<file path="config.mk">
export PLATFORM = sky130hd
export DESIGN_NAME = mmio_regs
export DESIGN_NICKNAME = d
export VERILOG_FILES = /design/src/hw/afu_mem_pkg.sv /design/src/hw/afu_mmio_pkg.sv /design/src/hw/mmio_regs.sv
export SDC_FILE = /design/constraint.sdc
export NUM_CORES = 1
export LEC_CHECK = 0
export BUFFER_PORTS_ARGS = -buffer_cell sky130_fd_sc_hd__buf_2
export CORE_UTILIZATION = 30
export CTS_CLUSTER_SIZE = 30
export DETAILED_ROUTE_END_ITERATION = 8
export SYNTH_ARGS = -nofsm -noshare
export SYNTH_HDL_FRONTEND = slang
export SYNTH_SLANG_ARGS = --single-unit
</file>
<file path="constraint.sdc">
create_clock -name clk -period 5.6 [get_ports clk]
set_input_delay 0.56 -clock clk [delete_from_list [all_inputs] [get_ports clk]]
set_output_delay 0.56 -clock clk [all_outputs]
set_load 0.03 [all_outputs]
</file>
<file path="src/hw/afu_mem_pkg.sv">
package afu_mem_pkg;

  typedef logic [511:0] line_t;
  typedef logic [41:0]  host_addr_t;   // Host cache-line address
  typedef logic [25:0]  mem_addr_t;    // Local memory line address
  typedef logic [2:0]   rd_tag_t;

  // Host reads per batch, one tag each
  localparam int RD_WINDOW = 8;

  localparam int RD_QUEUE_DEPTH = 16;

  // Local reads in flight plus lines waiting in the read queue
  localparam int AVS_RD_DEPTH = 16;

endpackage

</file>
<file path="src/hw/afu_mmio_pkg.sv">
package afu_mmio_pkg;

  typedef logic [15:0] mmio_addr_t;
  typedef logic [63:0] mmio_data_t;
  typedef logic [8:0]  mmio_tid_t;

  typedef enum logic [2:0] {
    CMD_NONE      = 3'd0,
    CMD_MEM_READ  = 3'd1,
    CMD_MEM_WRITE = 3'd2
  } cmd_e;

  typedef enum logic [1:0] {
    STATE_IDLE  = 2'd0,
    STATE_READ  = 2'd1,
    STATE_WRITE = 2'd2
  } state_e;

  localparam mmio_addr_t MMIO_DFH       = 16'h0000;
  localparam mmio_addr_t MMIO_ID_L      = 16'h0002;
  localparam mmio_addr_t MMIO_ID_H      = 16'h0004;
  localparam mmio_addr_t MMIO_NEXT_AFU  = 16'h0006;
  localparam mmio_addr_t MMIO_RSVD      = 16'h0008;
  localparam mmio_addr_t MMIO_IO_ADDR   = 16'h000A;
  localparam mmio_addr_t MMIO_MEM_ADDR  = 16'h000C;
  localparam mmio_addr_t MMIO_DATA_SIZE = 16'h000E;
  localparam mmio_addr_t MMIO_CMD_TYPE  = 16'h0010;
  localparam mmio_addr_t MMIO_STATUS    = 16'h0012;

  // Feature type AFU, last entry of the DFH list
  localparam mmio_data_t   AFU_DFH = 64'h1000_0100_0000_0000;
  localparam logic [127:0] AFU_ID  = 128'h5e1c_0a47_93b2_4d6f_a0c3_71e8_2b9d_f416;

endpackage
</file>
<file path="src/hw/mmio_regs.sv">
module mmio_regs (
  input  logic                     clk,
  input  logic                     reset,
  input  logic                     mmio_wr_valid,
  input  logic                     mmio_rd_valid,
  input  afu_mmio_pkg::mmio_addr_t mmio_addr,
  input  afu_mmio_pkg::mmio_tid_t  mmio_tid,
  input  afu_mmio_pkg::mmio_data_t mmio_wdata,
  input  afu_mmio_pkg::state_e     state,
  output logic                     mmio_rsp_valid,
  output afu_mmio_pkg::mmio_tid_t  mmio_rsp_tid,
  output afu_mmio_pkg::mmio_data_t mmio_rsp_data,
  output afu_mmio_pkg::cmd_e       cmd,
  output afu_mem_pkg::host_addr_t  io_addr,
  output afu_mem_pkg::mem_addr_t   mem_addr,
  output afu_mem_pkg::mem_addr_t   data_size
);
  import afu_mmio_pkg::*;
  import afu_mem_pkg::*;

  // Command pulse in the cycle of the write
  assign cmd = (mmio_wr_valid && (mmio_addr == MMIO_CMD_TYPE)) ?
               cmd_e'(mmio_wdata[2:0]) : CMD_NONE;

  always_ff @(posedge clk) begin
    if (mmio_wr_valid) begin
      case (mmio_addr)
        MMIO_IO_ADDR:   io_addr   <= host_addr_t'(mmio_wdata);
        MMIO_MEM_ADDR:  mem_addr  <= mem_addr_t'(mmio_wdata);
        MMIO_DATA_SIZE: data_size <= mem_addr_t'(mmio_wdata);
        default: ;
      endcase
    end
  end

  always_ff @(posedge clk) begin
    if (reset) begin
      mmio_rsp_valid <= 1'b0;
    end else begin
      mmio_rsp_valid <= mmio_rd_valid;
    end
  end

  always_ff @(posedge clk) begin
    mmio_rsp_tid <= mmio_tid;   // Echoed with the response
    if (mmio_rd_valid) begin
      case (mmio_addr)
        MMIO_DFH:    mmio_rsp_data <= AFU_DFH;
        MMIO_ID_L:   mmio_rsp_data <= AFU_ID[63:0];
        MMIO_ID_H:   mmio_rsp_data <= AFU_ID[127:64];
        MMIO_STATUS: mmio_rsp_data <= mmio_data_t'(state);
        default:     mmio_rsp_data <= '0;
      endcase
    end
  end

endmodule

</file>
After elaboration in Yosys (flattened, before gate mapping)
Index checks and enable logic that the tools add are counted.
- register bits: 168
- logic and storage cells: 20
- output and inout port bits: 171
- reduce and logical (&&, ||, !) cells: 5
- muxes and demuxes: 2
- equality and inequality tests: 7
- operators with widths (kind ; number):
    $pmux 64 s4 ; 1
    $eq 16x4->1 const B ; 3
    $eq 16x5->1 const B ; 2
    $eq 16x2->1 const B ; 1
    $eq 16x3->1 const B ; 1
    $logic_not 16->1 ; 1
    $reduce_and 2->1 ; 3
    $mux 3 ; 1
    $logic_and 1x1->1 ; 1

Depth between registers and ports, before layout
Gate-level depths: netlist of run 1.
- depth in word-level cells: 3
- mapped depth: 3
- mapped depth without buffers: 3

Least setup slack after synthesis of run 1
No wires, ideal clock.
- path kind: input to register
- from: input port mmio_addr[13]
- to: register mem_addr[0], enable pin
- required time: 5.123 ns
- data arrival time: 3.651 ns
- setup slack: 1.471 ns
- stages: 3
- buffers on the path: 0
- library setup time: 0.477 ns
- cells stage by stage: nor4_4 -> nand3_4 -> nor4_1
- longest elaborated chain between the ends: 2
- ends and longest elaborated chain (item ; line ; text):
    start, declared ; mmio_regs.sv:6 ; input afu_mmio_pkg::mmio_addr_t mmio_addr,
    $eq 16x4->1 ; mmio_regs.sv:27 ; case (mmio_addr)
    $reduce_and 2->1 (no source line) ; - ;
    end signal, assigned ; mmio_regs.sv:29 ; MMIO_MEM_ADDR: mem_addr <= mem_addr_t'(mmio_wdata);
    end, declared ; mmio_regs.sv:15 ; output afu_mem_pkg::mem_addr_t mem_addr,
No other way between the ends.
A chain may end at the register's enable or synchronous reset.

Final worst setup path of run 1
- from: input port mmio_addr[9]
- to: output port cmd[0]
- longest elaborated chain between the ends: 3
- ends and longest elaborated chain (item ; line ; text):
    $eq 16x5->1 ; mmio_regs.sv:22 ; assign cmd = (mmio_wr_valid && (mmio_addr == MMIO_CMD_TYPE)) ?
    $logic_and 1x1->1 ; mmio_regs.sv:22 ;
    $mux 3 ; mmio_regs.sv:22 ;
    end, declared ; mmio_regs.sv:13 ; output afu_mmio_pkg::cmd_e cmd,
No other way between the ends.

==> impl_metrics.toml, run 1 <==
[pwr]
irDropWorstVdd_v = 0.000197
power_leakage_nw = 2.16
power.density_mw_per_mm2 = 314

[setup_path]
crit_family = "simple AND/OR/NAND/NOR gates"
crit_fanout = 6
critical_path_class = "primary input to output port"
crit_path_end_kind = "output port"
startpoint_type = "primary input"
cp_num_buf_inv = 2
critPathRequiredTime_ns = 5.04
critical_path_arrival_ns = 1.83
path_cells = "buf_2, nor4_4, nand3b_1, nor3_1, buf_2"
cpPeakStageDelay_ns = 0.40
cp_common_cell = "buf_2"
cpMaxStageDelayCell = "nor4_4"

[placement]
port_buffers = 233
place.gp.congestion = 0.788
place_hpwl_um = 5800
post-place-ws_ns = 3.23

[detailed_routing]
wl_um = 8030
postRouteAntennaNets = 0
dr.pass1.iters = 4
drc = 0
drt_iter0_markers = 108
viasPerCell = 3.97
avgRoutedWirePerCell_um = 13.8
vias = 2310

[sta]
worst_pin_slew_ns = 0.592
final_hold_viol_count = 0
finalMaxSlewViolations = 0
worst_slack_ns = 3.21
tns_ns = 0
achievable-frequency_mhz = 418
setup_viol = 0
rsz0062_at_grt = "no"
fin_crit_ns = 2.39
maxSlewHeadroom_pct = 60.5
finalCritPeriodShare_pct = 42.7
holdWs_ns = 0.311

[clock_tree]
cts_tree = "built"
cts_buffers = 9
path_clk_slew_ns = 0.07
htree_levels = 3
clockBufferDepth = 2
cts_resized = 0
ctsRootBufferMaster = "clkbuf_16"
cts.sinks = 111
cts_post_setup_buffers_inserted = 0
cts_hold_buffers = 0

[final_layout]
fillers = 1184
layout.cells.most_common = "buf_2"
drive_gt1_share_pct = 62.9
final_cell_mix = "233 x buf_2, 101 x edfxtp_1, 10 x conb_1, 10 x dfxtp_1, 9 x clkbuf_16"
nets = 500
synthToLayoutAreaGrowth_pct = 33.6
n_antenna_cell = 0

[run]
maxCapViolCount = 0

[floorplan]
ioPinCount = 266
dieArea_mm2 = 0.0135
rows = 41
fp.coreArea_mm2 = 0.0127
die_y_um = 116
die_w_um = 116
initial_utilization_pct = 30.9

[grt]
grt_pass1_wl_um = 11100
grt_overflow_total = 0
antenna_found_initial = 0
grt_max_degree = 43
grt_pass1_vias = 2142
track_usage_pct = 11.6

[synthesis]
synth.distinct_cells = 22
syn_inst = 206
ys_warn_count = 0
seq_area_frac_synth_pct = 82.6
syn_avg_cell_area_um2 = 19.0
syn_area_mm2 = 0.00391
ys_seq_elements = 111

[run_status]
status = "complete, no violations"

[min_path]
hp-class = "primary input to flip-flop"
==> routing by layer <==
metal,track usage [%],wire length [µm]
met1,13.0,3210
met2,18.8,4010
met3,4.98,682
met4,6.15,129
met5,0,0
==> Yosys cell counts, drive strengths merged <==
library cell  count  share of area, %
nand3             3              0.70
dfxtp            10               5.1
nor2              5              0.48
conb              1             0.096
and2              1              0.16
nand4b            2              0.45
nand4             2              0.32
buf              57                11
nand3b            1              0.19
nand2             1             0.096
inv               5              0.48
edfxtp          101                77
nor2b             2              0.32
nor4              5               1.6
nand2b            1              0.16
o22ai             3              0.48
nor3              4              0.64
o21ai             1              0.13
nor3b             1              0.19
==> worst paths after layout <==
check | startpoint | endpoint | slack, ns | depth (start not counted)
max | mmio_addr[9] | cmd[0] | 3.21 | 5
min | mmio_tid[3] | mmio_rsp_tid[3]$_DFF_P_ | 0.31 | 1
==> area by class of cell <==
class	instances	area, µm²	area share, %
tap	172	215	4.11
inverter	5	18.8	0.359
clock inverter	6	47.5	0.909
timing repair buffer	236	1190	22.7
sequential	111	3230	61.8
clock buffer	10	239	4.57
multi-input combinational	42	288	5.50
==> registers in the layout, indices dropped and copies added (netlist names) <==
name            count
mmio_rsp_tid        9
io_addr            42
data_size          26
mmio_rsp_data       7
mmio_rsp_valid      1
mem_addr           26
==> cells by family after synthesis <==
| group | Yosys count | share of synthesized area (%) |
|---|---|---|
| buffers and inverters | 62 | 11.4 |
| DFF | 111 | 82.6 |
| and+or+nand+nor | 28 | 5.28 |
| AOI/OAI and AO/OA | 4 | 0.607 |
| other | 1 | 0.0958 |
==> where the power goes <==
group,switching (mW),total [mW],internal [mW]
Clock,0.286,0.606,0.320
Combinational,0.0861,0.122,0.0361
Sequential,0.00520,0.913,0.908
==> per-stage QoR <==
step | power [mW] | cell area [µm²] | utilization, % | std cells
after global routing | 1.70 | 5230 | 41.3 | 582
final | 1.64 | 5230 | 41.3 | 582
after CTS | 1.67 | 5230 | 41.3 | 582
after global placement | 1.05 | 4940 | 39.0 | 566
after detailed placement | 1.05 | 4940 | 39.0 | 566
after floorplan | 1.03 | 3950 | - | 215
Power figures use the tool's default switching activity.
==> run 2: changes to the inputs <==
- clock period: 5.6 -> 2 ns (I/O delays scaled with it)
==> impl_metrics.toml, run 2 (synthesis results as in run 1) <==
[final_layout]
fin_cells = 598
layout.cells.most_common = "buf_2"
fillers = 1190
final_cell_mix = "233 x buf_2, 101 x edfxtp_1, 13 x dlygate4sd3_1, 10 x conb_1, 10 x dfxtp_1"
n_antenna_cell = 0
reg_top3 = "io_addr x42, data_size x26, mem_addr x26"
regMostFlops = "io_addr"
largest_register_ffs = 42
synthToLayoutAreaGrowth_pct = 38.5
final_area_mm2 = 0.00542
drive_gt1_share_pct = 61.5
regArea_mm2 = 0.00323
multi_input_area_um2 = 305
nets = 516

[grt]
track_usage_pct = 12.0
antenna_found_initial = 1
grt_pass1_wl_um = 11300
grt_pass1_vias = 2248
grt_overflow_total = 0
grt_max_degree = 27

[detailed_routing]
avgRoutedWirePerCell_um = 13.5
drt_iter0_markers = 88
drc = 0
wl_um = 8070
vias = 2367
dr.pass1.iters = 4
postRouteAntennaNets = 0
viasPerCell = 3.96

[clock_tree]
clockBufferDepth = 2
cts_post_setup_buffers_inserted = 0
cts.sinks = 111
path_clk_slew_ns = 0.07
cts_tree = "built"
ctsRootBufferMaster = "clkbuf_16"
htree_levels = 3
cts_buffers = 9

[pwr]
irDropWorstVdd_v = 0.000430
power_leakage_nw = 2.24
power.density_mw_per_mm2 = 855
p_total_mw = 4.64

[floorplan]
dieArea_mm2 = 0.0135
rows = 41
ioPinCount = 266
initial_utilization_pct = 30.9
die_y_um = 116
fp.coreArea_mm2 = 0.0127
die_w_um = 116

[setup_path]
startpoint_type = "primary input"
critical_path_arrival_ns = 1.34
critical_path_class = "primary input to output port"
cp_common_cell = "buf_2"
crit_start = "mmio_addr[9]"
path_cells = "buf_2, nor4_4, nand3b_1, nor3_1, buf_2"
cpMaxStageDelayCell = "nor4_4"
cpPeakStageDelay_ns = 0.38
crit_path_end_kind = "output port"
critPathRequiredTime_ns = 1.80
crit_path_end = "cmd[1]"
crit_fanout = 6

[sta]
rsz0062_at_grt = "no"
finalCritPeriodShare_pct = 77.2
achievable-frequency_mhz = 648
setup_viol = 0
final_hold_viol_count = 0
finalMaxSlewViolations = 0
fin_crit_ns = 1.54

[run_status]
status = "complete, no violations"

[placement]
place.gp.congestion = 0.702
port_buffers = 233
place_hpwl_um = 5930
placed_cells = 569
dpl_cell_area_mm2 = 0.00500

[min_path]
hp-class = "primary input to flip-flop"

[run]
maxCapViolCount = 0
run 2: changes by cell type in the layout (fill, tap and decap cells not counted), sizes merged:
cell,change
inv,-4
buf,+3
clkinv,+2
dlygate4sd3,+13
clkinvlp,+2
run 2: what timing repair did:
item | in CTS | in global routing
setup endpoints to repair | 0 | 0
resized for setup | 0 | 0
hold buffers | 11 | 2
endpoints found under the hold margin | 11 | 2
run 2: how the worst min path moves through the flow:
stage | start | endpoint | slack, ns | cells past startpoint
after global placement | mmio_tid[5] | mmio_rsp_tid[5]$_DFF_P_ | 0.30 | 1
after detailed placement | mmio_tid[6] | mmio_rsp_tid[6]$_DFF_P_ | 0.30 | 1
after floorplan | mmio_tid[0] | mmio_rsp_tid[0]$_DFF_P_ | 0.23 | 0
final | mmio_wdata[41] | io_addr[41]$_DFFE_PP_ | 0.02 | 1
after global routing | mmio_wdata[27] | io_addr[27]$_DFFE_PP_ | 0.0007 | 1
after CTS | mmio_wdata[41] | io_addr[41]$_DFFE_PP_ | 0.0004 | 1
run 2: worst max-delay path: cells and delay by family:
family / cells / cell delay (ns)
and+or+nand+nor: 3 / 0.81
buffers and inverters: 2 / 0.33
run 2: final cells by class:
class | count | share of cell area [%]
Sequential cell | 111 | 59.6
Inverter | 5 | 0.346
Clock inverter | 6 | 1.04
Timing Repair Buffer | 252 | 25.0
Clock buffer | 10 | 4.41
Multi-Input combinational cell | 42 | 5.63
Tap cell | 172 | 3.97
run 2: through the flow:
stage          setup TNS, ns  worst slack, ns  utilization [%]  hold slack, ns
4_1_cts                    0            0.433             42.6        0.000410
2_1_floorplan          -5.29           -0.102                -           0.228
3_3_place_gp               0            0.192             39.4           0.304
6_report                   0            0.456             42.8          0.0163
3_5_place_dp               0            0.137             39.4           0.304
5_1_grt                    0            0.294             42.8        0.000725
run 2: metal layers:
layer	share of wire (%)	up-vias	track usage (%)
met5	0.14	-	0
met4	3.1	2	7.69
met3	9.3	21	5.71
met2	49	129	20.1
met1	38	1091	11.8
li1	-	1124	-
run 2: power breakdown:
| group | switching, mW | leakage [nW] | internal, mW |
|---|---|---|---|
| Combinational | 0.247 | 1.11 | 0.118 |
| Sequential | 0.0128 | 0.995 | 2.54 |
| Clock | 0.820 | 0.139 | 0.897 |
| Total | 1.08 | 2.24 | 3.56 |
