### config.mk
export PLATFORM = sky130hd
export DESIGN_NAME = mem_to_host_copy
export DESIGN_NICKNAME = d
export VERILOG_FILES = /design/src/hw/afu_mem_pkg.sv /design/src/hw/mem_to_host_copy.sv
export SDC_FILE = /design/constraint.sdc
export NUM_CORES = 1
export LEC_CHECK = 0
export BUFFER_PORTS_ARGS = -buffer_cell sky130_fd_sc_hd__buf_2
export CAP_MARGIN = 40
export CORE_AREA = 10 10 463 465
export CTS_BUF_LIST = sky130_fd_sc_hd__clkbuf_4 sky130_fd_sc_hd__clkbuf_8
export DETAILED_ROUTE_END_ITERATION = 10
export DIE_AREA = 0 0 473 475
export GPL_ROUTABILITY_DRIVEN = 0
export HOLD_SLACK_MARGIN = 0.15
export PLACE_DENSITY = 0.3
export SETUP_SLACK_MARGIN = 0.1
export SKIP_LAST_GASP = 1
export SYNTH_ARGS = -nofsm -noshare
export SYNTH_HDL_FRONTEND = slang
export SYNTH_SLANG_ARGS = --single-unit
### constraint.sdc
create_clock -name clk -period 8.06 [get_ports clk]
set_clock_uncertainty 0.15 [all_clocks]
set_input_delay 0.403 -clock clk [delete_from_list [all_inputs] [get_ports clk]]
set_output_delay 0.403 -clock clk [all_outputs]
set_load 0.005 [all_outputs]
### src/hw/afu_mem_pkg.sv
package afu_mem_pkg;

  typedef logic [511:0] line_t;
  typedef logic [41:0]  host_addr_t;   // Host cache-line address
  typedef logic [25:0]  mem_addr_t;    // Local memory line address
  typedef logic [2:0]   rd_tag_t;

  // Host reads per batch, one tag each
  localparam int RD_WINDOW = 8;

  localparam int RD_QUEUE_DEPTH = 16;

  // Local reads in flight plus lines waiting in the read queue
  localparam int AVS_RD_DEPTH = 16;

endpackage

### src/hw/mem_to_host_copy.sv
module mem_to_host_copy (
  input  logic                    clk,
  input  logic                    reset,
  input  logic                    start_read,
  input  afu_mem_pkg::host_addr_t io_addr,
  input  afu_mem_pkg::mem_addr_t  mem_addr,
  input  afu_mem_pkg::mem_addr_t  data_size,
  input  logic                    mem_rd_ready,
  input  logic                    rd_line_valid,
  input  afu_mem_pkg::line_t      rd_line_data,
  input  logic                    host_wr_almost_full,
  input  logic                    host_wr_rsp_valid,
  output logic                    mem_rd_valid,
  output afu_mem_pkg::mem_addr_t  mem_rd_addr,
  output logic                    rd_line_pop,
  output logic                    host_wr_req_valid,
  output afu_mem_pkg::host_addr_t host_wr_req_addr,
  output afu_mem_pkg::line_t      host_wr_req_data,
  output logic                    read_done
);
  import afu_mem_pkg::*;

  mem_addr_t rd_ctr;    // Local reads left to issue
  mem_addr_t wr_ctr;    // Host writes left to issue
  mem_addr_t ack_ctr;   // Writes waiting for acknowledgment
  logic      rd_fire;

  assign mem_rd_valid      = (rd_ctr != '0);
  assign rd_fire           = mem_rd_valid && mem_rd_ready;
  assign host_wr_req_valid = rd_line_valid && !host_wr_almost_full;
  assign rd_line_pop       = host_wr_req_valid;
  assign host_wr_req_data  = rd_line_data;
  assign read_done         = (wr_ctr == '0) && (ack_ctr == '0);

  always_ff @(posedge clk) begin
    if (reset) begin
      rd_ctr  <= '0;
      wr_ctr  <= '0;
      ack_ctr <= '0;
    end else if (start_read) begin
      rd_ctr  <= data_size;
      wr_ctr  <= data_size;
      ack_ctr <= '0;
    end else begin
      if (rd_fire) rd_ctr <= rd_ctr - 1'b1;
      if (host_wr_req_valid) wr_ctr <= wr_ctr - 1'b1;
      case ({host_wr_req_valid, host_wr_rsp_valid})
        2'b10:   ack_ctr <= ack_ctr + 1'b1;
        2'b01:   ack_ctr <= ack_ctr - 1'b1;
        default: ;
      endcase
    end
  end

  always_ff @(posedge clk) begin
    if (start_read) begin
      mem_rd_addr      <= mem_addr;
      host_wr_req_addr <= io_addr;
    end else begin
      if (rd_fire) mem_rd_addr <= mem_rd_addr + 1'b1;
      if (host_wr_req_valid) host_wr_req_addr <= host_wr_req_addr + 1'b1;
    end
  end

endmodule

* Word level (Yosys, flattened, before mapping)
Index checks and enable logic that the tools add are counted.
** Storage, ports and cells
- Latch bits :: 0
- ROM bits :: 0
- Register bits after elaboration :: 146
- Memories :: 0
- RAM bits :: 0
- Input bits :: 613
- Output and inout port bits :: 584
** Operators by class
- Divide/modulo/power cells :: 0
- Add/subtract/negate cells :: 6
- Bitwise logic cells :: 0
- Shifts and indexed selects :: 0
- Multiplexer cells :: 9
- Equal/unequal tests :: 2
- Multiply operators :: 0
- $lt $le $gt $ge :: 0
- Reductions and logical operators :: 11
** Operators with widths (count)
- 26-bit two-way mux :: 6
- 42-bit two-way mux :: 2
- 26-bit by 1-bit subtractor with 26-bit output, second input constant :: 3
- 26-bit by 1-bit adder with 26-bit output, second input constant :: 2
- 26-bit zero test :: 2
- 26-bit one-hot mux with 2 select lines :: 1
- 42-bit by 1-bit adder with 42-bit output, second input constant :: 1
- 26-bit nonzero test :: 1
- 2-bit nonzero test :: 3
- 1-bit logical AND :: 3
- 2-bit by 1-bit == test with 1-bit output, second input constant :: 1
- 2-bit == test, second input constant :: 1
- 2-bit OR reduction :: 1
- 1-bit zero test :: 1

* Depth between registers and ports, before layout
Gate-level depths: netlist (run 1).
- Word-level depth :: 4
- Mapped depth :: 17

* Worst setup path after synthesis (run 1)
Ideal clock, no wire load.
- Kind :: input to register
- From :: in host_wr_almost_full
- To :: reg ack_ctr[14]
- Data required time :: 7.840 ns
- Arrival time :: 4.104 ns
- Stages :: 17
- Slack :: 3.736 ns
- Cells stage by stage :: nand2b_1 clkbuf_1 ha_1 clkbuf_1 clkbuf_1 buf_4 buf_4 clkbuf_1 xor2_1 ha_1 a21boi_0 o22ai_1 or4_4 a21oi_4 nor3_1 or4_1 a21oi_1
** Between the ends
- Cells in the longest elaborated chain, start to end :: 4
** RTL lines
- from (decl) :: line mem_to_host_copy.sv:11 : input logic host_wr_almost_full,
- 1-bit zero test * :: line mem_to_host_copy.sv:30 : assign host_wr_req_valid = rd_line_valid && !host_wr_almost_full;
- 1-bit logical AND * :: line mem_to_host_copy.sv:30
- 2-bit by 1-bit == test with 1-bit output / 2-bit == test (equally long branches) :: line mem_to_host_copy.sv:47 : case ({host_wr_req_valid, host_wr_rsp_valid})
- 26-bit one-hot mux with 2 select lines / 2-bit nonzero test (equally long branches)
- to (signal assigned) :: line mem_to_host_copy.sv:48 : 2'b10: ack_ctr <= ack_ctr + 1'b1;
- to (signal assigned) :: line mem_to_host_copy.sv:49 : 2'b01: ack_ctr <= ack_ctr - 1'b1;
- to (decl) :: line mem_to_host_copy.sv:25 : mem_addr_t ack_ctr;
Mark *: on every way between the ends. The rest lies on a longest branch, timed or not.
A chain may end at the register's enable or synchronous reset.

* Worst setup path in the final report (run 1)
Ends and elaborated chain as after synthesis.

==> flow_summary.ini, run 1 <==
[global_route]
grt_pass1_vias = 10100
grt_max_degree = 68
grt_pass1_wl_microns = 114100
grt_usage_pct = 7.775
overflow = 0
antenna_found_initial = 7

[detailed_routing]
drt_iter0_markers = 486
dr.pass1.iters = 5
routedWlPerCell_microns = 22.70
ant_nets = 0
num_vias = 9886
post-route-drc-count = 0
post_drt_via_cell_ratio = 2.448
wl_microns = 91700

[clock_tree]
htree_num_levels = 4
cts_buffers = 17
cts_tree = built
clk_latency_ns = 0.62
clk_path_buf_depth = 2
cts_root_buf = clkbuf_8
clkSinkCount = 146
clk_pin_slew_ns = 0.13

[power]
power.leakage_nw = 4.465
peakVddDrop_uv = 92.08
total_power_mw = 2.065
pwr_density_cell_nw_per_um2 = 140.1

[yosys]
syn_avg_cell_area_sq_um = 8.147
synth-simple-area-share_pct = 16.33
syn_nets = 2235
synth_area_sq_um = 13160
dominantRegCellSynth = dfxtp_1
synth_xor_area_share_pct = 8.321
ys_warn_count = 0
synth_top_family_by_area = buffers and inverters
syn_inst = 1615
synth_fa_ha_area_share_pct = 0.6657
synthMuxAreaShare_pct = 1.027
seq_area_frac_synth_pct = 27.39
synth-compound-area-share_pct = 13.80
synth_edf_count = 68
synthDistinctLibCells = 77
ys_ff_latch = 146
synthArstFlopShare_pct = 0

[status]
status = complete, no violations

[critical_path]
startpoint_type = primary input
reg2reg_slack_ns = 4.72
crit_type = primary input to flop
cp_max_fo = 30
worst_setup_path_end_kind = flop
critPathArrivalTime_ns = 4.01
critPathRequiredTime_ns = 8.40

[timing]
max_freq_mhz = 271.9
fin_setup_tns_ns = 0
setup_ws_ns = 4.383
fin_hold_ws_ns = 0.1792
maxSlewHeadroom_pct = 47.67
fin_crit_ns = 3.677
drv_slew = 0
rsz0062_at_grt = false
finalHoldViolations = 0
period_share_pct = 45.63
tightest_slew_ns = 0.7821
setup_violations = 0

[final_layout]
finalNetCount = 1956
stdcell_area_sq_um = 14740
utilization_pct = 7.211
final_cells = 4039
drive_above_1_share_pct = 17.94
area_delta_synth_final_pct = 12.01

[die]
core_area_sq_um = 204400
row_count = 166
dieArea_sq_um = 224700
ios = 1197
fp.dieW_microns = 473
start_util_pct = 6.438
die_y_microns = 475

[placement]
portBuffers = 172
placed_area_sq_um = 13380
dp_hpwl_microns = 77640
place_inst = 3907
dp_worst_setup_slack_ns = 3.719

[min_path]
hold_class = primary input to flop

[run]
max_cap_viol_count = 0
## layout by cell type (no fill, tap or decap), types with 9 or more instances in the layout
cell / netlist / layout
nand2_1: 130 / 129
nand4_1: 22 / 22
o21ai_0: 96 / 96
dfxtp_1: 78 / 78
or4_1: 12 / 12
nand3_1: 42 / 42
nor2_1: 75 / 75
xnor2_1: 65 / 65
or3_1: 15 / 15
edfxtp_1: 68 / 68
buf_2: 7 / 172
o21bai_1: 9 / 9
and3_1: 17 / 17
o31a_1: 11 / 11
nor3b_1: 9 / 9
xor2_1: 60 / 60
mux2i_1: 9 / 9
nor3_1: 32 / 32
a21oi_1: 64 / 64
nor4_1: 18 / 16
a21boi_0: 26 / 26
clkbuf_8: 0 / 17
inv_1: 28 / 27
buf_4: 519 / 13
dlygate4sd3_1: 0 / 98
## metal layers
metal / share of wire, % / vias to the layer above / GRT usage [%]
li1: - / 4441 / -
met1: 23 / 4387 / 5.140
met2: 46 / 725 / 12.23
met3: 24 / 329 / 8.509
met4: 7.8 / 4 / 5.749
met5: 0.22 / - / 0.6395
## state kept, by name (all words and copies together) (netlist names)
| signal | cells |
|---|---|
| ack_ctr | 26 |
| rd_ctr | 26 |
| mem_rd_addr | 26 |
| host_wr_req_addr | 42 |
| wr_ctr | 26 |
## cells by family after synthesis
family	after synthesis
multiplexers	13
XOR/XNOR	125
flip-flops	146
adder cells (fa/ha/maj)	7
buffers and inverters	613
AND/OR/NAND/NOR	421
AO/OA/AOI/OAI	290
## power by group
part	internal, mW	switching (mW)	total [mW]	leakage (nW)
clock	0.233	0.453	0.686	0.195
sequential	0.849	0.0890	0.938	1.34
combinational	0.198	0.243	0.441	2.93
total	1.28	0.785	2.07	4.47
## path summary, 6_finish.rpt
path	start	end	depth (start not counted)
worst min register to register	ack_ctr[25]	ack_ctr[25]	2
worst max register to register	rd_ctr[12]	mem_rd_addr[0]	6
worst max-delay path	host_wr_almost_full	ack_ctr[14]	12
worst min-delay path	io_addr[39]	host_wr_req_addr[39]	3
## cells in the mapped netlist (4+ instances only)
master,number,area share [%]
xor2_1,60,4.0
a22oi_1,5,0.29
and3b_1,4,0.27
nor2b_1,7,0.33
a32oi_1,7,0.47
a21o_1,7,0.40
nand2_1,130,3.7
or3_1,15,0.71
nand3b_1,4,0.23
edfxtp_1,68,16
o21ai_0,96,3.7
ha_1,7,0.67
nor4_1,18,0.86
nor3b_1,9,0.51
or4_1,12,0.68
a211oi_1,7,0.40
a21oi_1,64,2.4
dfxtp_1,78,12
and3_1,17,0.81
mux2_2,4,0.34
o31ai_1,5,0.29
inv_1,28,0.80
o21a_1,5,0.29
buf_4,519,30
buf_2,7,0.27
a21boi_0,26,1.5
and2_1,6,0.29
and4_1,5,0.33
xnor2_1,65,4.3
a31oi_1,7,0.33
o211ai_1,5,0.29
o21bai_1,9,0.51
nor3_1,32,1.2
nor2_1,75,2.1
nand2b_1,6,0.29
nand4_1,22,1.0
nand3_1,42,1.6
o31a_1,11,0.73
clkbuf_1,53,1.5
a21boi_1,4,0.23
o21ai_1,6,0.23
mux2i_1,9,0.68
## critical path, stage by stage
cell and delay, ns:
buf_2 0.13, nand2b_1 0.46, ha_2 0.69, xor2_1 0.20
ha_1 0.20, a21boi_0 0.22, o22ai_1 0.20, or4_4 0.61
a21oi_4 0.17, nor3_1 0.08, or4_1 0.49, a21oi_1 0.15
## area by class of cell
| type | instances | area (sq um) |
|---|---|---|
| fillers | 24120 | 189600 |
| repair buffers | 285 | 1978 |
| clock buffers | 19 | 249.0 |
| inverters | 30 | 112.6 |
| diodes | 2 | 5.005 |
| multi-input cells | 856 | 5305 |
| flip-flops and latches | 146 | 3603 |
| well taps | 2688 | 3363 |
| clock inverters | 13 | 121.4 |
## what timing repair did
action / in CTS / in global routing
hold buffers: 98 / 0
setup endpoints to repair: 0 / 0
buffers inserted: 0 / 0
endpoints found under the hold margin: 112 / 0
gates resized for setup: 0 / 0
Power figures use the tool's default switching activity.
==> inputs of run 2 (changes only) <==
Clock period 8.06 ns to 3.7 ns, I/O delays scaled along.
==> run 2 against run 1 <==
Sequential power up 120%. Clock power rose by 130%. Die area unchanged. First-iteration DRC count increased by 7.8%. Critical path depth down 5. Critical path type is now flop to output pin. Largest cell class unchanged. Hold slack better by 0.041 ns. Total power up 130%. Sequential cell count did not move. Cell count grew 2.4%.
==> flow_summary.ini, run 2 (same netlist as run 1, synthesis figures left out) <==
[status]
status = complete, no violations

[die]
die_y_microns = 475
ios = 1197
dieArea_sq_um = 224700
fp.dieW_microns = 473
start_util_pct = 6.438
core_area_sq_um = 204400
row_count = 166

[clock_tree]
cts_root_buf = clkbuf_8
cts_tree = built
cts_buffers = 17
clk_path_buf_depth = 2
clk_pin_slew_ns = 0.14
clkSinkCount = 146
clk_latency_ns = 0.67
htree_num_levels = 4

[final_layout]
layout_commonest_cell = dlygate4sd3_1
largest_register_ffs = 42
nFillCells = 24070
top_register = host_wr_req_addr
finalNetCount = 2052
area_delta_synth_final_pct = 19.75
final_cell_mix = dlygate4sd3_1, buf_2, nand2_1
utilization_pct = 7.709
stdcell_area_sq_um = 15760
final_cells = 4137
drive_above_1_share_pct = 17.65

[detailed_routing]
wl_microns = 94380
dr.pass1.iters = 4
routedWlPerCell_microns = 22.81
ant_nets = 0
post-route-drc-count = 0
num_vias = 10450
post_drt_via_cell_ratio = 2.526
drt_iter0_markers = 524

[timing]
drv_slew = 0
maxSlewHeadroom_pct = 46.34
fin_crit_ns = 3.215
fin_hold_ws_ns = 0.2200
fin_setup_tns_ns = 0
period_share_pct = 86.89
tightest_slew_ns = 0.8019
max_freq_mhz = 311.0
rsz0062_at_grt = false
setup_violations = 0
finalHoldViolations = 0

[power]
peakVddDrop_uv = 236.1
power.leakage_nw = 4.904
pwr_density_cell_nw_per_um2 = 296.3

[placement]
place_inst = 3919
dp_hpwl_microns = 80250
placed_area_sq_um = 13490
portBuffers = 172

[critical_path]
reg2reg_slack_ns = 0.59
startpoint = wr_ctr[2]
critPathRequiredTime_ns = 3.37
critPathArrivalTime_ns = 2.88
cp_max_fo = 7
crit_type = flop to output pin
worst_setup_path_end_kind = output pin
r2r-end = rd_ctr[16]
reg2reg_depth = 8
startpoint_type = flop
endpoint = read_done
reg2reg_from = rd_ctr[3]

[global_route]
grt_max_degree = 64
antenna_found_initial = 8
grt_usage_pct = 7.983
grt_pass1_wl_microns = 116700
grt_pass1_vias = 10660
overflow = 0

[min_path]
hold_class = primary input to output pin

[run]
max_cap_viol_count = 0
==> run 2: changes by cell type in the layout (fill, tap and decap cells not counted), sizes merged <==
cell           delta
diode             +2
clkinv            +3
buf              +11
inv               -1
clkdlybuf4s15     +1
dlygate4sd3      +84
clkbuf            -2
==> run 2: per-stage QoR <==
stage                     setup WS, ns  power [mW]
after global placement          0.4673       3.006
after CTS                       0.2574       4.877
final                           0.4850       4.668
after floorplan                 0.1028       3.006
after detailed placement        0.4871       3.005
after global routing            0.1861       4.993
==> run 2: layer usage <==
metal | GRT usage [%] | wire [microns]
met5 | 2.046 | 655
met2 | 12.57 | 42820
met4 | 5.528 | 6791
met1 | 5.091 | 21360
met3 | 9.084 | 22740
==> run 2: worst min path at each step <==
| stage | from | slack [ns] | cells past startpoint | endpoint |
|---|---|---|---|---|
| 4_1_cts | io_addr[30] | 0.15 | 3 | host_wr_req_addr[30] |
| 3_3_place_gp | rd_line_data[100] | 0.22 | 0 | host_wr_req_data[100] |
| 2_1_floorplan | data_size[24] | 0.19 | 2 | wr_ctr[24] |
| 3_5_place_dp | rd_line_data[100] | 0.22 | 0 | host_wr_req_data[100] |
| 6_report | rd_line_data[144] | 0.22 | 0 | host_wr_req_data[144] |
| 5_1_grt | io_addr[30] | 0.21 | 3 | host_wr_req_addr[30] |
==> run 2: final cells by class <==
class | instances | area (sq um) | area share, %
antenna | 4 | 10.01 | 0.06353
inverter | 30 | 112.6 | 0.7147
multi-input combinational | 856 | 5309 | 33.69
sequential | 146 | 3603 | 22.87
tap | 2688 | 3363 | 21.35
clock inverter | 15 | 203.9 | 1.294
timing repair buffer | 381 | 2920 | 18.53
clock buffer | 17 | 234.0 | 1.485
==> run 2: power by group <==
group | switching (mW) | total [mW] | internal (mW)
logic | 0.557 | 1.07 | 0.513
registers | 0.189 | 2.04 | 1.85
clock network | 1.03 | 1.56 | 0.531
==> run 2: what timing repair did <==
action                                 4_1_cts  5_1_grt
setup buffers                                0        0
endpoints found under the hold margin      128        0
hold buffers                               182        0
gates resized for setup                      0        0
==> run 2: worst max-delay path, stage by stage, from the launching register on <==
cell	delay (ns)
dfxtp_1	0.38
or4_1	0.62
nor3_2	0.15
buf_4	0.18
nand4_1	0.24
nor4_1	0.34
buf_4	0.19
buf_2	0.14
