File: src/hw/afu_mmio_pkg.sv
package afu_mmio_pkg;

  typedef logic [15:0] mmio_addr_t;
  typedef logic [63:0] mmio_data_t;
  typedef logic [8:0]  mmio_tid_t;

  typedef enum logic [2:0] {
    CMD_NONE      = 3'd0,
    CMD_MEM_READ  = 3'd1,
    CMD_MEM_WRITE = 3'd2
  } cmd_e;

  typedef enum logic [1:0] {
    STATE_IDLE  = 2'd0,
    STATE_READ  = 2'd1,
    STATE_WRITE = 2'd2
  } state_e;

  localparam mmio_addr_t MMIO_DFH       = 16'h0000;
  localparam mmio_addr_t MMIO_ID_L      = 16'h0002;
  localparam mmio_addr_t MMIO_ID_H      = 16'h0004;
  localparam mmio_addr_t MMIO_NEXT_AFU  = 16'h0006;
  localparam mmio_addr_t MMIO_RSVD      = 16'h0008;
  localparam mmio_addr_t MMIO_IO_ADDR   = 16'h000A;
  localparam mmio_addr_t MMIO_MEM_ADDR  = 16'h000C;
  localparam mmio_addr_t MMIO_DATA_SIZE = 16'h000E;
  localparam mmio_addr_t MMIO_CMD_TYPE  = 16'h0010;
  localparam mmio_addr_t MMIO_STATUS    = 16'h0012;

  // Feature type AFU, last entry of the DFH list
  localparam mmio_data_t   AFU_DFH = 64'h1000_0100_0000_0000;
  localparam logic [127:0] AFU_ID  = 128'h5e1c_0a47_93b2_4d6f_a0c3_71e8_2b9d_f416;

endpackage
File: src/hw/cmd_fsm.sv
module cmd_fsm (
  input  logic                 clk,
  input  logic                 reset,
  input  afu_mmio_pkg::cmd_e   cmd,
  input  logic                 read_done,
  input  logic                 write_done,
  output afu_mmio_pkg::state_e state,
  output logic                 start_read,
  output logic                 start_write
);
  import afu_mmio_pkg::*;

  // Commands only taken while idle
  assign start_read  = (state == STATE_IDLE) && (cmd == CMD_MEM_READ);
  assign start_write = (state == STATE_IDLE) && (cmd == CMD_MEM_WRITE);

  always_ff @(posedge clk) begin
    if (reset) begin
      state <= STATE_IDLE;
    end else begin
      case (state)
        STATE_IDLE: begin
          if (start_read) begin
            state <= STATE_READ;
          end else if (start_write) begin
            state <= STATE_WRITE;
          end
        end
        STATE_READ: begin
          if (read_done) state <= STATE_IDLE;
        end
        STATE_WRITE: begin
          if (write_done) state <= STATE_IDLE;
        end
        default: state <= STATE_IDLE;
      endcase
    end
  end

endmodule

File: config.mk
export PLATFORM = sky130hd
export DESIGN_NAME = cmd_fsm
export DESIGN_NICKNAME = d
export VERILOG_FILES = /design/src/hw/afu_mmio_pkg.sv /design/src/hw/cmd_fsm.sv
export SDC_FILE = /design/constraint.sdc
export NUM_CORES = 1
export LEC_CHECK = 0
export BUFFER_PORTS_ARGS = -buffer_cell sky130_fd_sc_hd__buf_2
export CAP_MARGIN = 20
export CORE_AREA = 2 2 39 41
export CTS_CLUSTER_DIAMETER = 150
export DETAILED_ROUTE_END_ITERATION = 10
export DIE_AREA = 0 0 41 43
export SETUP_SLACK_MARGIN = 0.3
export SYNTH_ARGS = -nofsm -noshare
export SYNTH_HDL_FRONTEND = slang
export SYNTH_SLANG_ARGS = --single-unit
export TNS_END_PERCENT = 100
File: constraint.sdc
create_clock -name clk -period 1.15 [get_ports clk]
set_input_delay 0.1725 -clock clk [delete_from_list [all_inputs] [get_ports clk]]
set_output_delay 0.1725 -clock clk [all_outputs]
set_load 0.02 [all_outputs]
=== After elaboration in Yosys (flattened, before gate mapping) ===
Index checks and enable logic that the tools add are counted.

* Multiply operators: 0
* Multiplexer cells: 5
* Div/mod/pow operators: 0
* Shift operators: 0
* Equal/unequal tests: 7
* $add $sub $neg: 0
* Magnitude comparators: 0
* Reduce and logical (&&, ||, !) cells: 4
* Bitwise logic cells: 0

{| class="wikitable"
|+ Operators with widths
! kind !! number
|-
| 2-bit 2-to-1 mux || 4
|-
| 2-bit case mux with 3 select lines || 1
|-
| 2-bit inequality test (second input constant) || 2
|-
| 3-bit by 1-bit == test with 1-bit output (second input constant) || 1
|-
| 3-bit by 2-bit == test with 1-bit output (second input constant) || 1
|-
| 3-bit inequality test (second input constant) || 1
|-
| 3-bit AND reduction || 1
|-
| 2-bit by 1-bit == test with 1-bit output (second input constant) || 1
|-
| 2-bit == test (second input constant) || 1
|-
| 1-bit logical AND || 2
|-
| 2-bit logical NOT || 1
|}

* Logic and storage cells: 17
* Bits in writable memories: 0
* Flip-flop bits (word level): 2
* Bits of input ports: 7
* Output and inout port bits: 4
* Memory bits (read-only): 0
* Memories kept: 0
* Bits in latches: 0

=== Depth between registers and ports, before layout ===
Gate-level depths: netlist of run 1.

* Word-level depth: 5
* Gate-level depth with buffers: 2
* Depth with buffers taken out: 2

=== Least setup slack after synthesis of run 1 ===
No wires, ideal clock.

* Path type: flip-flop to output port
* Start: register state[1]
* End: output start_read
* Path buffers: 0
* Arrival: 1.253 ns
* Cell stages (with the launch flop): 3
* Data required time: 0.978 ns
* Path slack: -0.275 ns
* Cells stage by stage: dfxtp_1 > or3_4 > nor3_1

* Cells in the longest elaborated chain, start to end: 2

{| class="wikitable"
|+ RTL lines
! what !! line !! RTL
|-
| start, declared || cmd_fsm.sv:7 || <nowiki>output afu_mmio_pkg::state_e state,</nowiki>
|-
| start signal, assigned || cmd_fsm.sv:19 || <nowiki>state <= STATE_IDLE;</nowiki>
|-
| start signal, assigned || cmd_fsm.sv:24 || <nowiki>state <= STATE_READ;</nowiki>
|-
| start signal, assigned || cmd_fsm.sv:26 || <nowiki>state <= STATE_WRITE;</nowiki>
|-
| 2-bit logical NOT || cmd_fsm.sv:14 || <nowiki>assign start_read = (state == STATE_IDLE) && (cmd == CMD_MEM_READ);</nowiki>
|-
| 1-bit logical AND || cmd_fsm.sv:14 ||
|-
| end, declared || cmd_fsm.sv:8 || <nowiki>output logic start_read,</nowiki>
|}

No other way between the ends.

=== Worst setup path in the final report of run 1 ===
* Start: register state[0]
* End: output start_read

Same word-level chain as after synthesis.

==> results of run 1 <==
[repair_timing]
action                                  CTS  global route
setup buffers                             2             1
gates resized for setup                  12             4
pin swaps                                 2             1
endpoints found under the setup margin    6             6
[placed cells by master, fill, tap and decap left out, drive strengths merged]
cell / count
o41ai: 2
buf: 15
clkbuf: 3
or3: 1
inv: 2
nor3: 2
or4b: 2
dfxtp: 2
[power by group]
part | leakage (nW) | switching [W] | internal (W)
Combinational | 0.130 | 0.0000411 | 0.0000453
Sequential | 0.0172 | 0.00000184 | 0.0000733
Clock | 0.0138 | 0.0000382 | 0.000115
Total | 0.161 | 0.0000812 | 0.000234
[per-layer routing]
layer  part of all wire  track usage
met1               0.37       0.0799
met2               0.48       0.0875
met3               0.12       0.0157
met4              0.030       0.0800
met5                  0            0
[final cells by class]
| type | instances | area, um2 | area share |
|---|---|---|---|
| clock buffer | 3 | 22.5 | 0.0679 |
| inverter | 2 | 7.51 | 0.0226 |
| multi-input combinational | 7 | 115 | 0.347 |
| sequential | 2 | 42.5 | 0.128 |
| tap | 16 | 20.0 | 0.0604 |
| timing repair buffer | 15 | 124 | 0.374 |
[kinds of logic after synthesis]
family          after synthesis  synth area share
flops                         2             0.376
simple gates                  5             0.388
buf+inv                       2            0.0706
compound gates                2             0.165
[path summary, 6_finish.rpt]
| path | startpoint | end |
|---|---|---|
| min reg2reg | state[1] | state[0] |
| min | reset | state[0] |
| max | state[0] | start_read |
| max reg2reg | state[0] | state[0] |
[stage by stage]
stage	power (W)	instance area, um2	worst slack, ns	setup TNS (ns)	utilization
floorplan	0.000103	131	-0.0162	-0.0323	-
global route	0.000334	332	-0.263	-0.909	0.240
detailed placement	0.000129	216	-0.0396	-0.0681	0.156
CTS	0.000310	298	-0.235	-0.595	0.215
global placement	0.000128	216	-0.0298	-0.0559	0.156
finish	0.000315	332	-0.222	-0.764	0.240
[worst max-delay path, cell delays in order, from the launching register on]
cell	delay [ns]
dfxtp_2	0.31
or3_4	0.40
nor3_4	0.13
buf_6	0.13
==> results.md, run 1 <==
* RSZ-0062 raised after global routing: yes
* Synth Flop Type: dfxtp_1
* Die Y at 43 um
* Die Footprint at ~1800 um2
* Port-buffer cells at 10
* Part of the cycle the worst path needs at 1.19
* Crit-path max FO at 3
* Mapped cell area at roughly 110 um2
* CTS buffer count at 3
* Cell leakage power at around 0.16 nW
* Slew HR at 0.839
* Final Slew Violations at 0
* Die Span X at between 40 and 50 um
* Worst slew pin tran at about 0.24 ns
* DP HPWL at between 200 and 300 um
* Sequential area share after synthesis at 0.376
* Syn nets at 18
* Worst Path Arrival at 1.20 ns
* Synth top area share at 0.376
* Final GP Congestion at approximately 0.53
* Number of global-route vias before repair at approximately 210
* Via density at roughly 3.9
* Max Root-Sink Buffers at 2
* Max reg flops at 2
* First-pass GRT wire length at between 700 and 800 um
* Max-cap viol count at 0
* VDD IR max at approximately 410 uV
* Post-route ant nets at 0
* Core area at 1380 um2
* EDFF count, synth at 0
* Yosys reg bits at 2
* Biggest regs: state: 2 flops
* Most flops, register: state
* Post-synth ARST share at 0
* Power per cell area at between 900 and 1000 nW/um2
* Worst reg2reg path depth at 4
* Reg clk slew, reported paths at roughly 0.030 ns
* GR Util All Layers at 0.0681
* Initial antenna violation count at 0
* CTS sink cnt at 2
* Worst skew pair latency at 0.22 ns
* Initial Util at 0.0769
* Worst Hold Class: in2reg
* CTS tree: built
* DR WL/cell at roughly 11 um
* Fmax at ~730 MHz
* Data required, critical path at between 0.9 and 1 ns
* Final hold vios at 0
* Mapped Avg Cell Area at 9.67 um2
* Nature of the critical path startpoint: flip-flop
* Io pins at 11
* Synth unique cells at 6
* H-Tree Depth at 1
* Hold buffers post-CTS at 0
* Layout area overhead at 212%
* Final #Nets at 38
* Top post-synthesis cells by area: dfxtp_1 (38%), or4b_1 (19%), o41ai_1 (16%)
* Rows at 14
* Worst hold stages at 2
* Worst Skew at 0.0000842 ns
* Crit path time final at between 1 and 1.5 ns
* CTS root buffer: clkbuf_4
* Largest net degree at the start of global routing at 5
* Failing checks: setup timing
* Ant diodes at 0
* Drt pass-1 iters at 1
* Reg2Reg Setup Slack at -0.20 ns
* Hold Slack at 0.218 ns
* Number of DRC markers in iteration 0 at 0
* # setup viols final at 4
* Placed Cells at 39
* Cells after Synth at 11
* Most frequent cells after synthesis: dfxtp_1 (2), inv_1 (2), nor3_1 (2), o41ai_1 (2), or4b_1 (2)
* Final Non-Filler Cells at 45
* Outcome: finished, violations left
* Yosys warns at 0
* Routed vias at around 170
* FILL cells at about 150
* DRC viols at 0
* Layout cells sized above 1 at 0.931
* Global route overflow at 0
* Crit Path Category: reg2out
* Setup crit end kind: output port
* Worst Slack Setup Final at -0.222 ns
* Routed wire length at between 400 and 500 um
* Synth area leader: dfxtp_1
Note: power is estimated with default switching activity, not from simulation.
==> run 2: changes to the inputs <==
--- a/config.mk
+++ b/config.mk
@@ -6,7 +6,7 @@
 export NUM_CORES = 1
 export LEC_CHECK = 0
 export BUFFER_PORTS_ARGS = -buffer_cell sky130_fd_sc_hd__buf_2
-export CAP_MARGIN = 20
+export CAP_MARGIN = 0
 export CORE_AREA = 2 2 39 41
 export CTS_CLUSTER_DIAMETER = 150
 export DETAILED_ROUTE_END_ITERATION = 10
==> constraint.sdc (replaced) <==
create_clock -name clk -period 1.5 [get_ports clk]
set_input_delay 0.225 -clock clk [delete_from_list [all_inputs] [get_ports clk]]
set_output_delay 0.225 -clock clk [all_outputs]
set_load 0.02 [all_outputs]
==> run 2 against run 1 <==
Compared with the run above:
- the flow now finishes without violations
- power decreased by 26%
- first-iteration DRC count is 1 higher
- clock power decreased by 22%
- worst hold slack gained 0.020 ns
- cell area down 15%
- combinational power fell by 37%
- cell count fell by 4.4%
- clock skew grew 0.0023 ns
- sequential share of layout area increased by 1.9 points
- die area is the same
- register-to-register slack gained 0.39 ns
- setup slack gained 0.28 ns
- largest power group unchanged
==> results.md, run 2 (synthesis results as in run 1) <==
* Setup crit end kind: output port
* Max-cap viol count at 0 (unchanged)
* Worst Path Arrival at 1.22 ns (+0.02 ns)
* Most flops, register: state
* Worst Slack Setup Final at 0.0589 ns (+0.281 ns)
* Placed Cells at 37 (-5.1%)
* Slowest stage cell, crit path: or3_4
* Cell-by-cell trace of the critical path: or3_4, nor3_4, buf_6
* Max reg flops at 2 (unchanged)
* Worst skew pair latency at 0.22 ns (about the same)
* Crit path time final at about 1.4 ns
* Initial antenna violation count at 0 (unchanged)
* Die Y at 43 um (unchanged)
* Port-buffer cells at 10 (unchanged)
* Design internal power at 0.000173 W (-26%)
* Post-route ant nets at 0 (unchanged)
* Die Footprint at 1760 um2 (unchanged)
* Global route overflow at 0 (unchanged)
* Number of DRC markers in iteration 0 at 1 (+1)
* Logic pwr share at 0.236 (-0.039)
* Final Non-Filler Cells at 43 (-4.4%)
* First-pass GRT wire length at 641 um (-16%)
* Number of global-route vias before repair at 140 (-34%)
* Place WS at 0.245 ns (+0.285 ns)
* Worst reg2reg startpoint: state[0]
* Worst setup path start: state[0]
* CTS tree: built
* Sequential share of power at 0.250 (+0.011)
* Routed wire length at 375 um (-21%)
* Die Span X at 41 um (unchanged)
* Crit Path Category: reg2out
* Data required, critical path at 1.27 ns (+0.29 ns)
* Via density at 3.30 (-15%)
* Crit-path max FO at 3 (unchanged)
* Proportion of power drawn by the clock network at 0.514 (+0.027)
* Nature of the critical path startpoint: flip-flop
* Most frequent cells in the layout: buf_2 (8), buf_6 (4), clkbuf_4 (3)
* DR top layer: met3
* Commonest non-fill, non-tap cell in the layout: buf_2
* Largest net degree at the start of global routing at 5 (unchanged)
* Slew HR at 0.847 (+0.00767)
* Ant diodes at 0 (unchanged)
* Worst slew pin tran at 0.227 ns (-0.0114 ns)
* CTS sink cnt at 2 (unchanged)
* Final Total Pwr at 0.000232 W (-26%)
* Final #Nets at 36 (-5.3%)
* DRC viols at 0 (unchanged)
* DP HPWL at 255 um (-5.0%)
* Power per cell area at 826 nW/um2 (-13%)
* H-Tree Depth at 1 (unchanged)
* CP Buf/Inv Count at 1 (unchanged)
* Final GP Congestion at 0.580 (+9.9%)
* Core area at 1380 um2 (unchanged)
* RSZ-0062 raised after global routing: yes
* DR WL met2 at 116 um (-48%)
* CTS buffer count at 3 (unchanged)
* Critical path's largest stage delay at 0.41 ns (about the same)
* Met3 WL at 46 um (-21%)
* VDD IR max at 264 uV (-36%)
* CP Depth at 3 (unchanged)
* # setup viols final at 0 (-4)
* Reg2Reg Setup Slack at 0.19 ns (+0.39 ns)
* Critical R2R Capture: state[1]
* Switching share of power at 0.255 (-0.00294)
* Cell family with most CP delay: simple AND/OR/NAND/NOR gates
* Worst Hold Class: in2reg
* GR Util All Layers at 0.0602 (-0.00796)
* Part of the cycle the worst path needs at 0.961
* Rows at 14 (unchanged)
* DR WL/cell at 8.72 um (-17%)
* CTS root buffer: clkbuf_4
* Final Slew Violations at 0 (unchanged)
* Worst Skew at 0.00242 ns (+0.00233 ns)
* Worst setup path endpoint: start_write
* Fmax at 694 MHz
* Hold Slack at 0.238 ns (+0.0196 ns)
* Io pins at 11 (unchanged)
* Cell leakage power at 0.136 nW (-16%)
* Worst reg2reg path depth at 4 (unchanged)
* Layout cells sized above 1 at 0.815 (-0.116)
* Outcome: finished clean
* Switching power at 0.0000591 W (-27%)
* Layout area overhead at 164%
* Final hold vios at 0 (unchanged)
* Routed vias at 142 (-18%)
* Reg clk slew, reported paths at 0.03 ns (about the same)
* Fin Setup TNS at 0 ns (+0.764 ns)
* Max Root-Sink Buffers at 2 (unchanged)
* Hold buffers post-CTS at 0 (unchanged)
* Drt pass-1 iters at 2 (+1)
* Initial Util at 0.0769 (unchanged)
* Met1 wire length at 212 um (+22%)
* Biggest regs: state: 2 flops
-- run 2: layer usage --
layer | vias up | GRT usage
met5 | - | 0
met4 | 0 | 0.0600
met3 | 0 | 0.0471
met2 | 11 | 0.0500
met1 | 53 | 0.0833
li1 | 78 | -
-- run 2: layout make-up --
| type | instances | area (um2) |
|---|---|---|
| Tap cell | 16 | 20.0 |
| Timing Repair Buffer | 13 | 92.6 |
| Clock buffer | 3 | 22.5 |
| Fill cell | 149 | 1100 |
| Multi-Input combinational cell | 7 | 96.3 |
| Sequential cell | 2 | 41.3 |
| Inverter | 2 | 7.51 |
-- run 2: power by group through the flow --
stage / combinational [W] / clock [W] / sequential, W
after floorplan: 0.0000179 / 0 / 0.0000606
after global placement: 0.0000374 / 0 / 0.0000579
after detailed placement: 0.0000377 / 0 / 0.0000580
after CTS: 0.0000442 / 0.000127 / 0.0000575
after global routing: 0.0000601 / 0.000126 / 0.0000579
final: 0.0000547 / 0.000119 / 0.0000578
-- run 2: worst reg2reg max path, delay by kind of cell (launching register included) --
family                 cells  cell delay [ns]
buffers and inverters      2             0.23
DFF                        1             0.32
AOI/OAI and AO/OA          1             0.25
and+or+nand+nor            1             0.41
-- run 2: worst min-delay path by stage --
stage | start | end | slack (ns) | cells past startpoint
detailed placement | reset | state[0] | 0.46 | 2
CTS | reset | state[0] | 0.22 | 2
global placement | reset | state[1] | 0.47 | 2
floorplan | reset | state[0] | 0.32 | 1
finish | reset | state[1] | 0.24 | 2
global route | reset | state[1] | 0.25 | 2
-- run 2: stage by stage --
stage / cell area [um2] / util
after floorplan: 129 / -
after global placement: 199 / 0.144
after detailed placement: 199 / 0.144
after CTS: 241 / 0.175
after global routing: 280 / 0.203
final: 280 / 0.203
-- run 2: timing repair --
item / CTS / global route
setup buffers: 1 / 2
pin swaps: 1 / 1
setup endpoints to repair: 2 / 4
gates resized for setup: 4 / 5
==> run 3: changes to the inputs <==
--- a/config.mk
+++ b/config.mk
@@ -11,6 +11,8 @@
 export CTS_CLUSTER_DIAMETER = 150
 export DETAILED_ROUTE_END_ITERATION = 10
 export DIE_AREA = 0 0 41 43
+export GPL_ROUTABILITY_DRIVEN = 0
+export GPL_TIMING_DRIVEN = 0
 export SETUP_SLACK_MARGIN = 0.3
 export SYNTH_ARGS = -nofsm -noshare
 export SYNTH_HDL_FRONTEND = slang
==> run 3 against run 2 <==
Compared with the run above:
- largest power group unchanged
- die area is the same
- flip-flop and latch count is the same
- cell count shrank 2.3%
- worst hold slack gained 0.0084 ns
==> results.md, run 3 (synthesis results as in run 1) <==
* H-Tree Depth at 1 (unchanged)
* Final Slew Violations at 0 (unchanged)
* Worst Hold Class: in2reg
* Slowest stage cell, crit path: or3_4
* DR WL met2 at 160 um (+38%)
* CTS root buffer: clkbuf_4
* Worst Skew at 0.00821 ns (+0.00579 ns)
* Hold wc startpoint: reset
* Cell leakage power at 0.129 nW (-4.9%)
* Crit-path max FO at 4 (+1)
* Post-route ant nets at 0 (unchanged)
* Final hold vios at 0 (unchanged)
* Rows at 14 (unchanged)
* Number of DRC markers in iteration 0 at 1 (unchanged)
* Max-cap viol count at 0 (unchanged)
* Ant diodes at 0 (unchanged)
* Fin Setup TNS at 0 ns (unchanged)
* Fmax at 698 MHz (+0.58%)
* Data required, critical path at 1.27 ns (about the same)
* Register area at 41.3 um2 (unchanged)
* Die Span X at 41 um (unchanged)
* CTS buffer count at 3 (unchanged)
* Power per cell area at 863 nW/um2 (+4.4%)
* DP HPWL at 269 um (+5.6%)
* VDD IR max at 246 uV (-6.8%)
* DRC viols at 0 (unchanged)
* Hold buffers post-CTS at 0 (unchanged)
* Via density at 3.64 (+10%)
* Max reg flops at 2 (unchanged)
* Crit Path Category: reg2out
* GR Util All Layers at 0.0511 (-0.00908)
* Max Root-Sink Buffers at 2 (unchanged)
* # setup viols final at 0 (unchanged)
* Nature of the critical path startpoint: flip-flop
* Layout area overhead at 153%
* Worst reg2reg startpoint: state[0]
* Worst setup path start: state[0]
* RSZ-0062 raised after global routing: yes
* Slew HR at 0.838 (-0.00920)
* Io pins at 11 (unchanged)
* DR top layer: met3
* CTS sink cnt at 2 (unchanged)
* Core area at 1380 um2 (unchanged)
* FILL cells at 155 (+4.0%)
* Port-buffer cells at 10 (unchanged)
* Worst slew pin tran at 0.241 ns (+0.0136 ns)
* Worst skew pair latency at 0.23 ns (about the same)
* Initial Util at 0.0769 (unchanged)
* Most flops, register: state
* Critical path's largest stage delay at 0.40 ns (about the same)
* Most frequent cells in the layout: buf_2 (8), clkbuf_4 (3), buf_6 (3)
* Worst Slack Setup Final at 0.0672 ns (+0.00836 ns)
* Reg clk slew, reported paths at 0.03 ns (about the same)
* Met3 WL at 75 um (+63%)
* Number of global-route vias before repair at 136 (-2.9%)
* Outcome: finished clean
* Global route overflow at 0 (unchanged)
* Cell-by-cell trace of the critical path: or3_4, nor3_4, buf_6
* First-pass GRT wire length at 517 um (-19%)
* Layout cells sized above 1 at 0.808 (-0.00712)
* Area occupied by multi-input gates at 96.3 um2 (unchanged)
* Routed vias at 153 (+7.7%)
* Final #Nets at 35 (-2.8%)
* CP Buf/Inv Count at 1 (unchanged)
* DR WL/cell at 10.1 um (+15%)
* Initial antenna violation count at 0 (unchanged)
* Met1 wire length at 187 um (-12%)
* Routed wire length at 423 um (+13%)
* Crit path time final at 1.43 ns (-0.00836 ns)
* Die Footprint at 1760 um2 (unchanged)
* Commonest non-fill, non-tap cell in the layout: buf_2
* Biggest regs: state: 2 flops
* Largest net degree at the start of global routing at 5 (unchanged)
* Place WS at 0.244 ns (-0.000657 ns)
* Setup crit end kind: output port
* CTS tree: built
* Cell family with most CP delay: simple AND/OR/NAND/NOR gates
* Die Y at 43 um (unchanged)
* Drt pass-1 iters at 4 (+2)
* Part of the cycle the worst path needs at 0.955 (-0.00558)
* Worst Path Arrival at 1.21 ns (about the same)
==> run 3: cell types whose count changed in the layout (fill, tap and decap cells not counted) <==
cell / delta
buf_6: -1
==> run 3: path summary, 6_finish.rpt <==
path	to	slack [ns]	cells after the start
min	state[0]	0.25	2
max reg2reg	state[0]	0.14	4
min reg2reg	state[1]	0.54	2
max	start_write	0.07	3
==> run 3: worst reg2reg max path, cell delays in order, from the launching register on <==
cell and delay [ns]:
dfxtp_2 0.31, or3_4 0.40, buf_4 0.15, buf_6 0.11, o41ai_2 0.27
==> run 3: final cells by class <==
cell class              instances  share of cell area
clock buffers                   3              0.0837
inverters                       2              0.0279
multi-input cells               7               0.358
flip-flops and latches          2               0.153
well taps                      16              0.0744
repair buffers                 12               0.302
==> run 3: what timing repair did <==
item / CTS / global route
endpoints found under the setup margin: 2 / 4
pin swaps: 1 / 1
gates resized for setup: 4 / 4
setup buffers: 1 / 1
==> run 3: layer usage <==
layer  GRT usage  vias up
li1            -       74
met1      0.0607       66
met2      0.0406       13
met3      0.0681        0
met4      0.0400        0
met5           0        -
==> run 3: power by group <==
part           internal, W  total [W]  switching (W)
clock            0.0000885   0.000122      0.0000335
sequential       0.0000560  0.0000576     0.00000162
combinational    0.0000257  0.0000525      0.0000267
total             0.000170   0.000232      0.0000618
==> run 3: per-stage QoR <==
step                      cell area [um2]  hold WS [ns]  utilization  std cells   power, W
final                                 269         0.246        0.194         42   0.000232
after global routing                  269         0.245        0.194         42   0.000247
after CTS                             241         0.219        0.175         41   0.000230
after detailed placement              199         0.459        0.144         37  0.0000956
after global placement                199         0.471        0.144         37  0.0000952
after floorplan                       129         0.325            -         11  0.0000785
